`config.mk`:
```
export PLATFORM = sky130hd
export DESIGN_NAME = instDecoder
export DESIGN_NICKNAME = d
export VERILOG_FILES = /design/src/rvPkg.sv /design/src/instDecoder.sv
export SDC_FILE = /design/constraint.sdc
export NUM_CORES = 1
export LEC_CHECK = 0
export BUFFER_PORTS_ARGS = -buffer_cell sky130_fd_sc_hd__buf_2
export CAP_MARGIN = 10
export CELL_PAD_IN_SITES_DETAIL_PLACEMENT = 2
export CELL_PAD_IN_SITES_GLOBAL_PLACEMENT = 2
export CORE_MARGIN = 8
export CORE_UTILIZATION = 14
export DETAILED_ROUTE_END_ITERATION = 8
export GPL_ROUTABILITY_DRIVEN = 0
export GPL_TIMING_DRIVEN = 1
export PLACE_DENSITY = 0.78
export RECOVER_POWER = 100
export SLEW_MARGIN = 10
export SYNTH_ARGS = -nofsm -noshare
export SYNTH_HDL_FRONTEND = slang
export SYNTH_SLANG_ARGS = --single-unit
```
`constraint.sdc`:
```
create_clock -name vclk -period 2.2
set_input_delay 0.44 -clock vclk [all_inputs]
set_output_delay 0.44 -clock vclk [all_outputs]
set_load 0.01 [all_outputs]
```
`src/rvPkg.sv`:
```
package rvPkg;

    localparam int xLen = 64;

    // major opcodes used by the core
    typedef enum logic [6:0] {
        opLui    = 7'b0110111,
        opAuipc  = 7'b0010111,
        opJal    = 7'b1101111,
        opJalr   = 7'b1100111,
        opBranch = 7'b1100011,
        opLoad   = 7'b0000011,
        opStore  = 7'b0100011,
        opImm    = 7'b0010011,
        opImmW   = 7'b0011011,
        opReg    = 7'b0110011,
        opRegW   = 7'b0111011,
        opSystem = 7'b1110011
    } opcodeE;

    typedef enum logic [3:0] {
        aluAdd, aluSub, aluSll, aluSlt, aluSltu, aluXor,
        aluSrl, aluSra, aluOr, aluAnd, aluCopyB
    } aluOpE;

    typedef enum logic [2:0] {
        immI, immS, immB, immU, immJ
    } immKindE;

    // nine next-PC rules, so four bits
    typedef enum logic [3:0] {
        brNone, brJal, brJalr, brEq, brNe, brLt, brGe, brLtu, brGeu
    } branchKindE;

    // same coding as funct3 of loads and stores
    typedef enum logic [2:0] {
        memByte   = 3'b000,
        memHalf   = 3'b001,
        memWord   = 3'b010,
        memDouble = 3'b011,
        memByteU  = 3'b100,
        memHalfU  = 3'b101,
        memWordU  = 3'b110
    } memOpE;

    typedef struct packed {
        aluOpE      aluOp;
        logic       aSelPc;
        logic       bSelImm;
        logic       isWord;
        logic       regWr;
        logic       memRd;
        logic       memWr;
        memOpE      memOp;
        branchKindE branch;
        immKindE    immKind;
        logic       isEbreak;
    } ctrlT;

    typedef struct packed {
        logic            valid;
        logic            write;
        logic [xLen-1:0] addr;
        logic [xLen-1:0] wdata;
        logic [7:0]      wmask;
    } memReqT;

    typedef struct packed {
        logic            valid;
        logic [xLen-1:0] pc;
        logic [31:0]     inst;
        logic [4:0]      rdAddr;
        logic            rdWr;
        logic [xLen-1:0] rdData;
    } retireT;

endpackage

```
`src/instDecoder.sv`:
```
`timescale 1ns/1ps

module instDecoder (
    input  logic [31:0]            inst,
    output rvPkg::ctrlT            ctrl,
    output logic [rvPkg::xLen-1:0] imm
);
    import rvPkg::*;

    logic [2:0] funct3;
    logic [6:0] funct7;
    logic       isShift;
    logic       immShiftOk;
    logic       regOk;
    logic       wordF3;

    function automatic aluOpE aluFromFunct(input logic [2:0] f3, input logic alt);
        case (f3)
            3'b000:  return alt ? aluSub : aluAdd;
            3'b001:  return aluSll;
            3'b010:  return aluSlt;
            3'b011:  return aluSltu;
            3'b100:  return aluXor;
            3'b101:  return alt ? aluSra : aluSrl;
            3'b110:  return aluOr;
            default: return aluAnd;
        endcase
    endfunction

    assign funct3     = inst[14:12];
    assign funct7     = inst[31:25];
    assign isShift    = funct3 == 3'b001 || funct3 == 3'b101;
    // 6-bit shamt, only srai may set bit 30
    assign immShiftOk = inst[31:26] == 6'b000000 ||
                        (funct3 == 3'b101 && inst[31:26] == 6'b010000);
    assign regOk      = funct7 == 7'b0000000 ||
                        (funct7 == 7'b0100000 && (funct3 == 3'b000 || funct3 == 3'b101));
    assign wordF3     = funct3 == 3'b000 || isShift;

    // anything not matched stays an all-zero no-op
    always_comb begin
        ctrl = '0;
        case (opcodeE'(inst[6:0]))
            opLui: begin
                ctrl.aluOp   = aluCopyB;
                ctrl.bSelImm = 1'b1;
                ctrl.regWr   = 1'b1;
                ctrl.immKind = immU;
            end
            opAuipc: begin
                ctrl.aluOp   = aluAdd;
                ctrl.aSelPc  = 1'b1;
                ctrl.bSelImm = 1'b1;
                ctrl.regWr   = 1'b1;
                ctrl.immKind = immU;
            end
            opJal: begin
                ctrl.regWr   = 1'b1;
                ctrl.branch  = brJal;
                ctrl.immKind = immJ;
            end
            opJalr: begin
                if (funct3 == 3'b000) begin
                    ctrl.regWr   = 1'b1;
                    ctrl.branch  = brJalr;
                    ctrl.immKind = immI;
                end
            end
            opBranch: begin
                ctrl.aluOp   = aluSub;
                ctrl.immKind = immB;
                case (funct3)
                    3'b000:  ctrl.branch = brEq;
                    3'b001:  ctrl.branch = brNe;
                    3'b100:  ctrl.branch = brLt;
                    3'b101:  ctrl.branch = brGe;
                    3'b110:  ctrl.branch = brLtu;
                    3'b111:  ctrl.branch = brGeu;
                    default: ctrl.branch = brNone;
                endcase
            end
            opLoad: begin
                if (funct3 != 3'b111) begin
                    ctrl.memRd   = 1'b1;
                    ctrl.regWr   = 1'b1;
                    ctrl.bSelImm = 1'b1;
                    ctrl.memOp   = memOpE'(funct3);
                    ctrl.immKind = immI;
                end
            end
            opStore: begin
                if (!funct3[2]) begin
                    ctrl.memWr   = 1'b1;
                    ctrl.bSelImm = 1'b1;
                    ctrl.memOp   = memOpE'(funct3);
                    ctrl.immKind = immS;
                end
            end
            opImm, opImmW: begin
                ctrl.isWord = inst[3];
                if (inst[3] ? (wordF3 && (!isShift || regOk)) : (!isShift || immShiftOk)) begin
                    ctrl.aluOp   = aluFromFunct(funct3, funct3 == 3'b101 && inst[30]);
                    ctrl.regWr   = 1'b1;
                    ctrl.bSelImm = 1'b1;
                    ctrl.immKind = immI;
                end
            end
            opReg, opRegW: begin
                ctrl.isWord = inst[3];
                if (regOk && (!inst[3] || wordF3)) begin
                    ctrl.aluOp = aluFromFunct(funct3, inst[30]);
                    ctrl.regWr = 1'b1;
                end
            end
            opSystem: ctrl.isEbreak = inst == 32'h00100073;
            default: ;
        endcase
    end

    always_comb begin
        case (ctrl.immKind)
            immS:    imm = {{52{inst[31]}}, inst[31:25], inst[11:7]};
            immB:    imm = {{51{inst[31]}}, inst[31], inst[7], inst[30:25], inst[11:8], 1'b0};
            immU:    imm = {{32{inst[31]}}, inst[31:12], 12'b0};
            immJ:    imm = {{43{inst[31]}}, inst[31], inst[19:12], inst[20], inst[30:21], 1'b0};
            default: imm = {{52{inst[31]}}, inst[31:20]};
        endcase
    end

endmodule

```
==> results.ini, run 1 <==
[run_status]
status = complete, but fails checks
violations = negative setup slack

[timing]
final_hold_viol_count = 0
worst_pin_slew_ps = 498
setup_viol = 26
grt_setup_unrepaired = true
max_slew_margin_pct = 66.8
fmax_mhz = 415
period_minus_slack_ps = 2410
drv_slew = 0
finalCritPeriodShare_pct = 109
worst_slack_ps = -207

[cells_and_area]
drive_above_1_share_pct = 50.9
seq_cell_count = 0
seq_area_um2 = 0
syn2layout_area_growth_pct = 87.8
fin_area_um2 = 2060
final_nets = 319
mostFrequentLayoutCells = buf_2, clkbuf_1, buf_4
final_common_cell = buf_2
fill_cells = 936
post-route-util_pct = 27.0
clkbuf_count = 0

[logic_synthesis]
synth_area_um2 = 1100
synth_nets = 204
synthTopCellsByArea = buf_4, a21o_1, o21ai_0, and2_1, nor2_1
netlist.area_leader.share_pct = 22.6
ys_types = 40
yosysSeqAreaShare_pct = 0
synth_cells = 172
synth.avg_cell_area_um2 = 6.39
synth_top_cell_by_area = buf_4
synth_warnings = 0

[setup_path]
crit_buf_inv = 2
worst_path_most_repeated_cell = buf_6
crit_path_cell_trace = buf_6 > nand3b_1 > or4_4 > nor3b_4 > nand2b_4 > or3_4 > buf_6
crit_type = input pin to primary output
crit_family = simple AND/OR/NAND/NOR gates
endpoint_kind = primary output
cp_data_arrival_time_ps = 1970
crit_path_max_incr_delay_ps = 470
required_ps = 1760
cp-start-kind = input pin
cp_slowest_cell = or4_4
cp_max_fo = 4

[job]
cap_violations = 0

[global_route]
grt_pass1_wl_mm = 10.7
antenna_found_initial = 1
grt-ovfl-total = 0
first_global_vias = 1926
grt_use_total_pct = 11.6
grt_max_degree = 34

[pwr]
powerDensity_nw_per_um2 = 159
ir_worst_vdd_mv = 0.0677
fin_total_pwr_w = 0.000328
p_leak_nw = 1.04

[floorplan]
dieWidth_um = 105
ios = 117
start_util_pct = 14.4
die_h_um = 105
rows = 32
fp.dieArea_um2 = 10900
fp.coreArea_um2 = 7650

[routing]
vias = 1739
via_per_inst = 4.48
drc = 0
post_drt_wl_per_cell_um = 18.9
firstDrtPassIters = 4
antenna_left = 0
drt_iter0_drc = 48
wl_mm = 7.33

[placement]
io_buffers = 117
dp_slack_ps = -227
hpwl_mm = 5.61
placed_area_um2 = 1790

[worst_hold_path]
min-delay-path-class = input pin to primary output

[per-layer routing]
layer / share of wire [%] / GRT usage, %
met4: 3.3 / 1.53
met2: 52 / 22.5
met3: 7.4 / 2.70
met5: 0 / 0
met1: 37 / 12.7
[power breakdown]
| group | internal, W | switching (W) |
|---|---|---|
| Sequential | 0 | 0 |
| Combinational | 0.000146 | 0.000182 |
| Clock | 0.0000000000608 | 0 |
[cells in the mapped netlist (all sizes together) (3+ instances only)]
library cell and n:
nor4 5, inv 5, buf 34, a21oi 3, nand2 10, or4 3
and3 4, a21o 20, nor2b 3, clkbuf 10, nor2 11, and2 9
o21ai 11, nand2b 4, nor3 6, nand3 9
[worst paths after layout]
kind                  endpoint      from  cells past startpoint  slack [ps]
worst max-delay path  ctrl[15]   inst[2]                      7        -210
worst min-delay path   imm[16]  inst[16]                      3        1180
[kinds of logic after synthesis]
group,after synthesis,share of synthesized area (%)
buf+inv,49,28.7
compound gates,45,28.1
xor+xnor,1,0.797
simple gates,77,42.4
[layout make-up]
class              count  area (um^2)  share of cell area (%)
repair buffers       157          981                    47.5
inverters              5         18.8                   0.910
multi-input cells    123          933                    45.2
diodes                 1         2.50                   0.121
well taps            102          128                    6.19
[metrics by stage]
step	setup TNS (ps)	hold slack [ps]	instances
6_report	-2500	1180	388
5_1_grt	-4110	1200	388
4_1_cts	-1550	1180	386
3_5_place_dp	-3430	1180	381
3_3_place_gp	-2570	1180	381
2_1_floorplan	-152	919	172
[what timing repair did]
action,in CTS,in global routing
cloned,0,0
gates resized for setup,21,39
hold buffers,0,0
pin swaps,10,12
endpoints found under the setup margin,39,39
setup buffers,6,2
Note: power is estimated with default switching activity, not from simulation.
==> run 2, diff against run 1 <==
- CORE_UTILIZATION: 14 -> 17
- PLACE_DENSITY: 0.78 -> 0.89
- clock period: 2.2 -> 3.07 ns (I/O delays scaled with it)
==> run 2 against run 1 <==
The run now ends clean. Largest power group unchanged. Clock-buffer cell count unchanged. Sequential share of layout area did not move. Routed wire length shrank 20%. First-iteration DRC count down 4.2%. Sequential cell count is the same. Setup slack better by 380 ps. Critical path depth stayed put.
==> results.ini, run 2 (synthesis results as in run 1) <==
[worst_hold_path]
min-delay-path-class = input pin to primary output
holdCritStartpoint = inst[17]

[setup_path]
crit_path_max_incr_delay_ps = 570  ; +100 ps
crit_type = input pin to primary output
cp_max_fo = 4  ; unchanged
crit_buf_inv = 2  ; unchanged
required_ps = 2460  ; +700 ps
endpoint_kind = primary output
crit_path_cell_trace = buf_2 > or4_1 > nor3_2 > and4_1 > a31oi_1 > o21ai_0 > clkbuf_1
cp_slowest_cell = or4_1
crit_path_start = inst[28]
cp_data_arrival_time_ps = 2280  ; +310 ps
crit_family = simple AND/OR/NAND/NOR gates
cp-start-kind = input pin

[cells_and_area]
layoutNonFillerInstCount = 326  ; -16%
seq_cell_count = 0  ; unchanged
clkbuf_count = 0  ; unchanged
n_antenna_cell = 0  ; -1
fill_cells = 871  ; -6.9%
seq_area_um2 = 0  ; unchanged
drive_above_1_share_pct = 22.1  ; -29 points
final_common_cell = clkbuf_1
final_nets = 283  ; -11%
syn2layout_area_growth_pct = 29.4
mostFrequentLayoutCells = clkbuf_1, buf_2, a21o_1

[floorplan]
ios = 117  ; unchanged
dieWidth_um = 96.4  ; -7.8%
start_util_pct = 17.4  ; +3.0 points
die_h_um = 96.4  ; -7.8%
rows = 29  ; -9.4%
fp.coreArea_um2 = 6310  ; -17%
fp.dieArea_um2 = 9290  ; -15%

[pwr]
power_frac_clock_pct = 0  ; unchanged
p_leak_nw = 0.689  ; -34%
p_int_w = 0.0000647  ; -56%
fin_total_pwr_w = 0.000176  ; -46%
ir_worst_vdd_mv = 0.0459  ; -32%
powerDensity_nw_per_um2 = 124  ; -22%
p_sw_share_pct = 63.3  ; +7.7 points
p_comb_share_pct = 100.0  ; about the same
p_sw_w = 0.000112  ; -39%
p_seq_share_pct = 0  ; unchanged

[timing]
worst_pin_slew_ps = 1040  ; +542 ps
final_hold_viol_count = 0  ; unchanged
max_slew_margin_pct = 30.7  ; -36 points
holdWs_ps = 1530  ; +346 ps
period_minus_slack_ps = 2890
finalCritPeriodShare_pct = 94.3
grt_setup_unrepaired = false
tns_ps = 0  ; +2500 ps
setup_viol = 0  ; -100%
fmax_mhz = 346
drv_slew = 0  ; unchanged

[clock_network]
cts_setup_buffers = 0  ; -6
cts-resized-gates = 0  ; -100%
cts_hold_buf = 0  ; unchanged

[routing]
post_drt_wl_per_cell_um = 18.0  ; -4.5%
drt_iter0_drc = 46  ; -4.2%
firstDrtPassIters = 4  ; unchanged
antenna_left = 0  ; unchanged
drc = 0  ; unchanged
wl_mm = 5.88  ; -20%
vias = 1553  ; -11%
via_per_inst = 4.76  ; +6.3%

[placement]
io_buffers = 117  ; unchanged
hpwl_mm = 5.05  ; -10%
dpl.cell_count = 326  ; -14%

[global_route]
grt_use_total_pct = 11.7  ; +0.073 points
grt_max_degree = 34  ; unchanged
antenna_found_initial = 0  ; -1
first_global_vias = 1644  ; -15%
grt_pass1_wl_mm = 8.80  ; -18%
grt-ovfl-total = 0  ; unchanged

[run_status]
status = finished clean

[job]
cap_violations = 0  ; unchanged

-- run 2: power by group through the flow --
stage	clock (W)	sequential (W)	combinational, W
after floorplan	0	0	0.000120
after global placement	0	0	0.000184
after detailed placement	0	0	0.000189
after CTS	0	0	0.000190
after global routing	0	0	0.000196
final	0	0	0.000176
-- run 2: path summary, 6_finish.rpt --
| kind | endpoint | cells after the start |
|---|---|---|
| min | imm[17] | 3 |
| max | ctrl[20] | 7 |
-- run 2: cell type report --
class	count	area, um^2	area share, %
repair buffers	121	522	36.7
multi-input cells	123	785	55.2
well taps	77	96.3	6.78
inverters	5	18.8	1.32
-- run 2: metrics by stage --
stage	utilization [%]	worst slack, ps	area [um^2]
5_1_grt	22.5	95.4	1420
6_report	22.5	176	1420
3_5_place_dp	24.0	12.0	1510
4_1_cts	24.0	7.58	1510
3_3_place_gp	24.0	156	1510
2_1_floorplan	-	380	1100
-- run 2: metal layers --
layer | GRT usage, % | up-vias | wire length, um
met5 | 0 | - | 0
met3 | 3.48 | 2 | 725
met2 | 22.1 | 69 | 2900
met4 | 0.631 | 0 | 35
met1 | 13.1 | 745 | 2220
li1 | - | 737 | -
==> run 3, diff against run 2 <==
- PLACE_DENSITY: 0.89 -> 0.95
==> run 3 against run 2 <==
Non-clock buffer count unchanged. Maximum frequency decreased by 2.0%. Critical path depth unchanged. Die area unchanged. Largest power group unchanged. Utilization about the same. Total power about the same. Routed wire length decreased by 0.17%. Global-route usage decreased by 0.13 points.
==> results.ini, run 3 (synthesis results as in run 1) <==
[run_status]
status = finished clean

[setup_path]
cp_slowest_cell = or4b_1
crit_end = imm[11]
cp.depth = 7  ; unchanged
cp_max_fo = 12  ; +8
cp_data_arrival_time_ps = 2340  ; +60 ps
crit_path_start = inst[2]
crit_buf_inv = 2  ; unchanged
crit_type = input pin to primary output
cp-start-kind = input pin
crit_family = simple AND/OR/NAND/NOR gates
crit_path_max_incr_delay_ps = 550  ; -20 ps
required_ps = 2460  ; about the same
crit_path_cell_trace = buf_2 > nand3_1 > or4b_1 > and2_4 > nor2b_4 > a221o_1 > clkbuf_2
endpoint_kind = primary output

[timing]
worst_pin_slew_ps = 1060  ; +17.0 ps
period_minus_slack_ps = 2950  ; +59.2 ps
grt_setup_unrepaired = false
final_hold_viol_count = 0  ; unchanged
fmax_mhz = 339  ; -2.0%
setup_viol = 0  ; unchanged
drv_slew = 0  ; unchanged
finalCritPeriodShare_pct = 96.2  ; +1.9 points
tns_ps = 0  ; unchanged
worst_slack_ps = 117  ; -59.2 ps
max_slew_margin_pct = 29.6  ; -1.1 points

[placement]
io_buffers = 117  ; unchanged
dp_slack_ps = 84.8  ; +72.7 ps
hpwl_mm = 5.05  ; about the same

[floorplan]
fp.coreArea_um2 = 6310  ; unchanged
die_h_um = 96.4  ; unchanged
dieWidth_um = 96.4  ; unchanged
ios = 117  ; unchanged
fp.dieArea_um2 = 9290  ; unchanged
rows = 29  ; unchanged
start_util_pct = 17.4  ; unchanged

[cells_and_area]
final_common_cell = clkbuf_1
seq_area_um2 = 0  ; unchanged
mostFrequentLayoutCells = clkbuf_1, buf_2, a21o_1
fill_cells = 869  ; -0.23%
clkbuf_count = 0  ; unchanged
post-route-util_pct = 22.5  ; about the same
n_antenna_cell = 0  ; unchanged
final_nets = 283  ; unchanged
multi_input_area_um2 = 779  ; -0.64%
seq_cell_count = 0  ; unchanged
drive_above_1_share_pct = 22.9  ; +0.80 points
syn2layout_area_growth_pct = 29.3  ; about the same

[routing]
via_per_inst = 4.71  ; -1.2%
wl_mm = 5.87  ; -0.17%
antenna_left = 0  ; unchanged
drt_iter0_drc = 33  ; -28%
vias = 1535  ; -1.2%
post_drt_wl_per_cell_um = 18.0  ; -0.17%
drc = 0  ; unchanged
firstDrtPassIters = 4  ; unchanged

[global_route]
grt_max_degree = 34  ; unchanged
grt-ovfl-total = 0  ; unchanged
grt_pass1_wl_mm = 8.83  ; +0.40%
first_global_vias = 1652  ; +0.49%
grt_use_total_pct = 11.5  ; -0.13 points
antenna_found_initial = 0  ; unchanged

[pwr]
p_leak_nw = 0.697  ; +1.2%
powerDensity_nw_per_um2 = 124  ; +0.15%
ir_worst_vdd_mv = 0.0319  ; -30%

[worst_hold_path]
min-delay-path-class = input pin to primary output

[job]
cap_violations = 0  ; unchanged

[clock_network]
cts_hold_buf = 0  ; unchanged

-- run 3: cell count changes in the layout (fill, tap and decap cells not counted) --
cell,delta
clkbuf_1,-3
and2_0,+2
and2_1,-2
buf_2,+2
clkbuf_2,+1
nand3_1,+1
nand3_2,-1
-- run 3: final cells by class --
type | count | area share, %
multi-input combinational | 123 | 54.9
timing repair buffer | 121 | 37.0
tap | 77 | 6.78
inverter | 5 | 1.32
-- run 3: worst min-delay path: stages --
cell	delay (ps)
buf_2	90
a21o_1	100
buf_2	120
-- run 3: how the worst min path moves through the flow --
stage,from,to,slack (ps),cells past startpoint
after floorplan,inst[5],ctrl[12],1290,1
after global placement,inst[19],imm[19],1520,3
after detailed placement,inst[17],imm[17],1540,3
after CTS,inst[17],imm[17],1540,3
after global routing,inst[16],imm[16],1550,3
final,inst[16],imm[16],1540,3
-- run 3: what timing repair did --
item	in CTS	in global routing
endpoints found under the setup margin	0	2
gates resized for setup	0	1
setup buffers	0	0
-- run 3: power breakdown --
| part | internal, W | switching [W] |
|---|---|---|
| sequential | 0 | 0 |
| combinational | 0.0000649 | 0.000111 |
| clock | 0 | 0 |
| total | 0.0000649 | 0.000111 |
-- run 3: stage by stage --
stage          power [W]  cell area [um^2]  cells  hold slack, ps
5_1_grt         0.000196              1420    326            1550
2_1_floorplan   0.000120              1100    172            1290
6_report        0.000176              1420    326            1540
3_5_place_dp    0.000189              1510    326            1540
3_3_place_gp    0.000183              1510    326            1520
4_1_cts         0.000190              1510    326            1540
-- run 3: routing by layer --
layer | track usage (%) | vias up | routed length (um)
met5 | 0 | - | 0
met2 | 22.2 | 73 | 2950
met4 | 0 | 0 | 0
met1 | 13.1 | 725 | 2240
met3 | 3.01 | 0 | 682
li1 | - | 737 | -
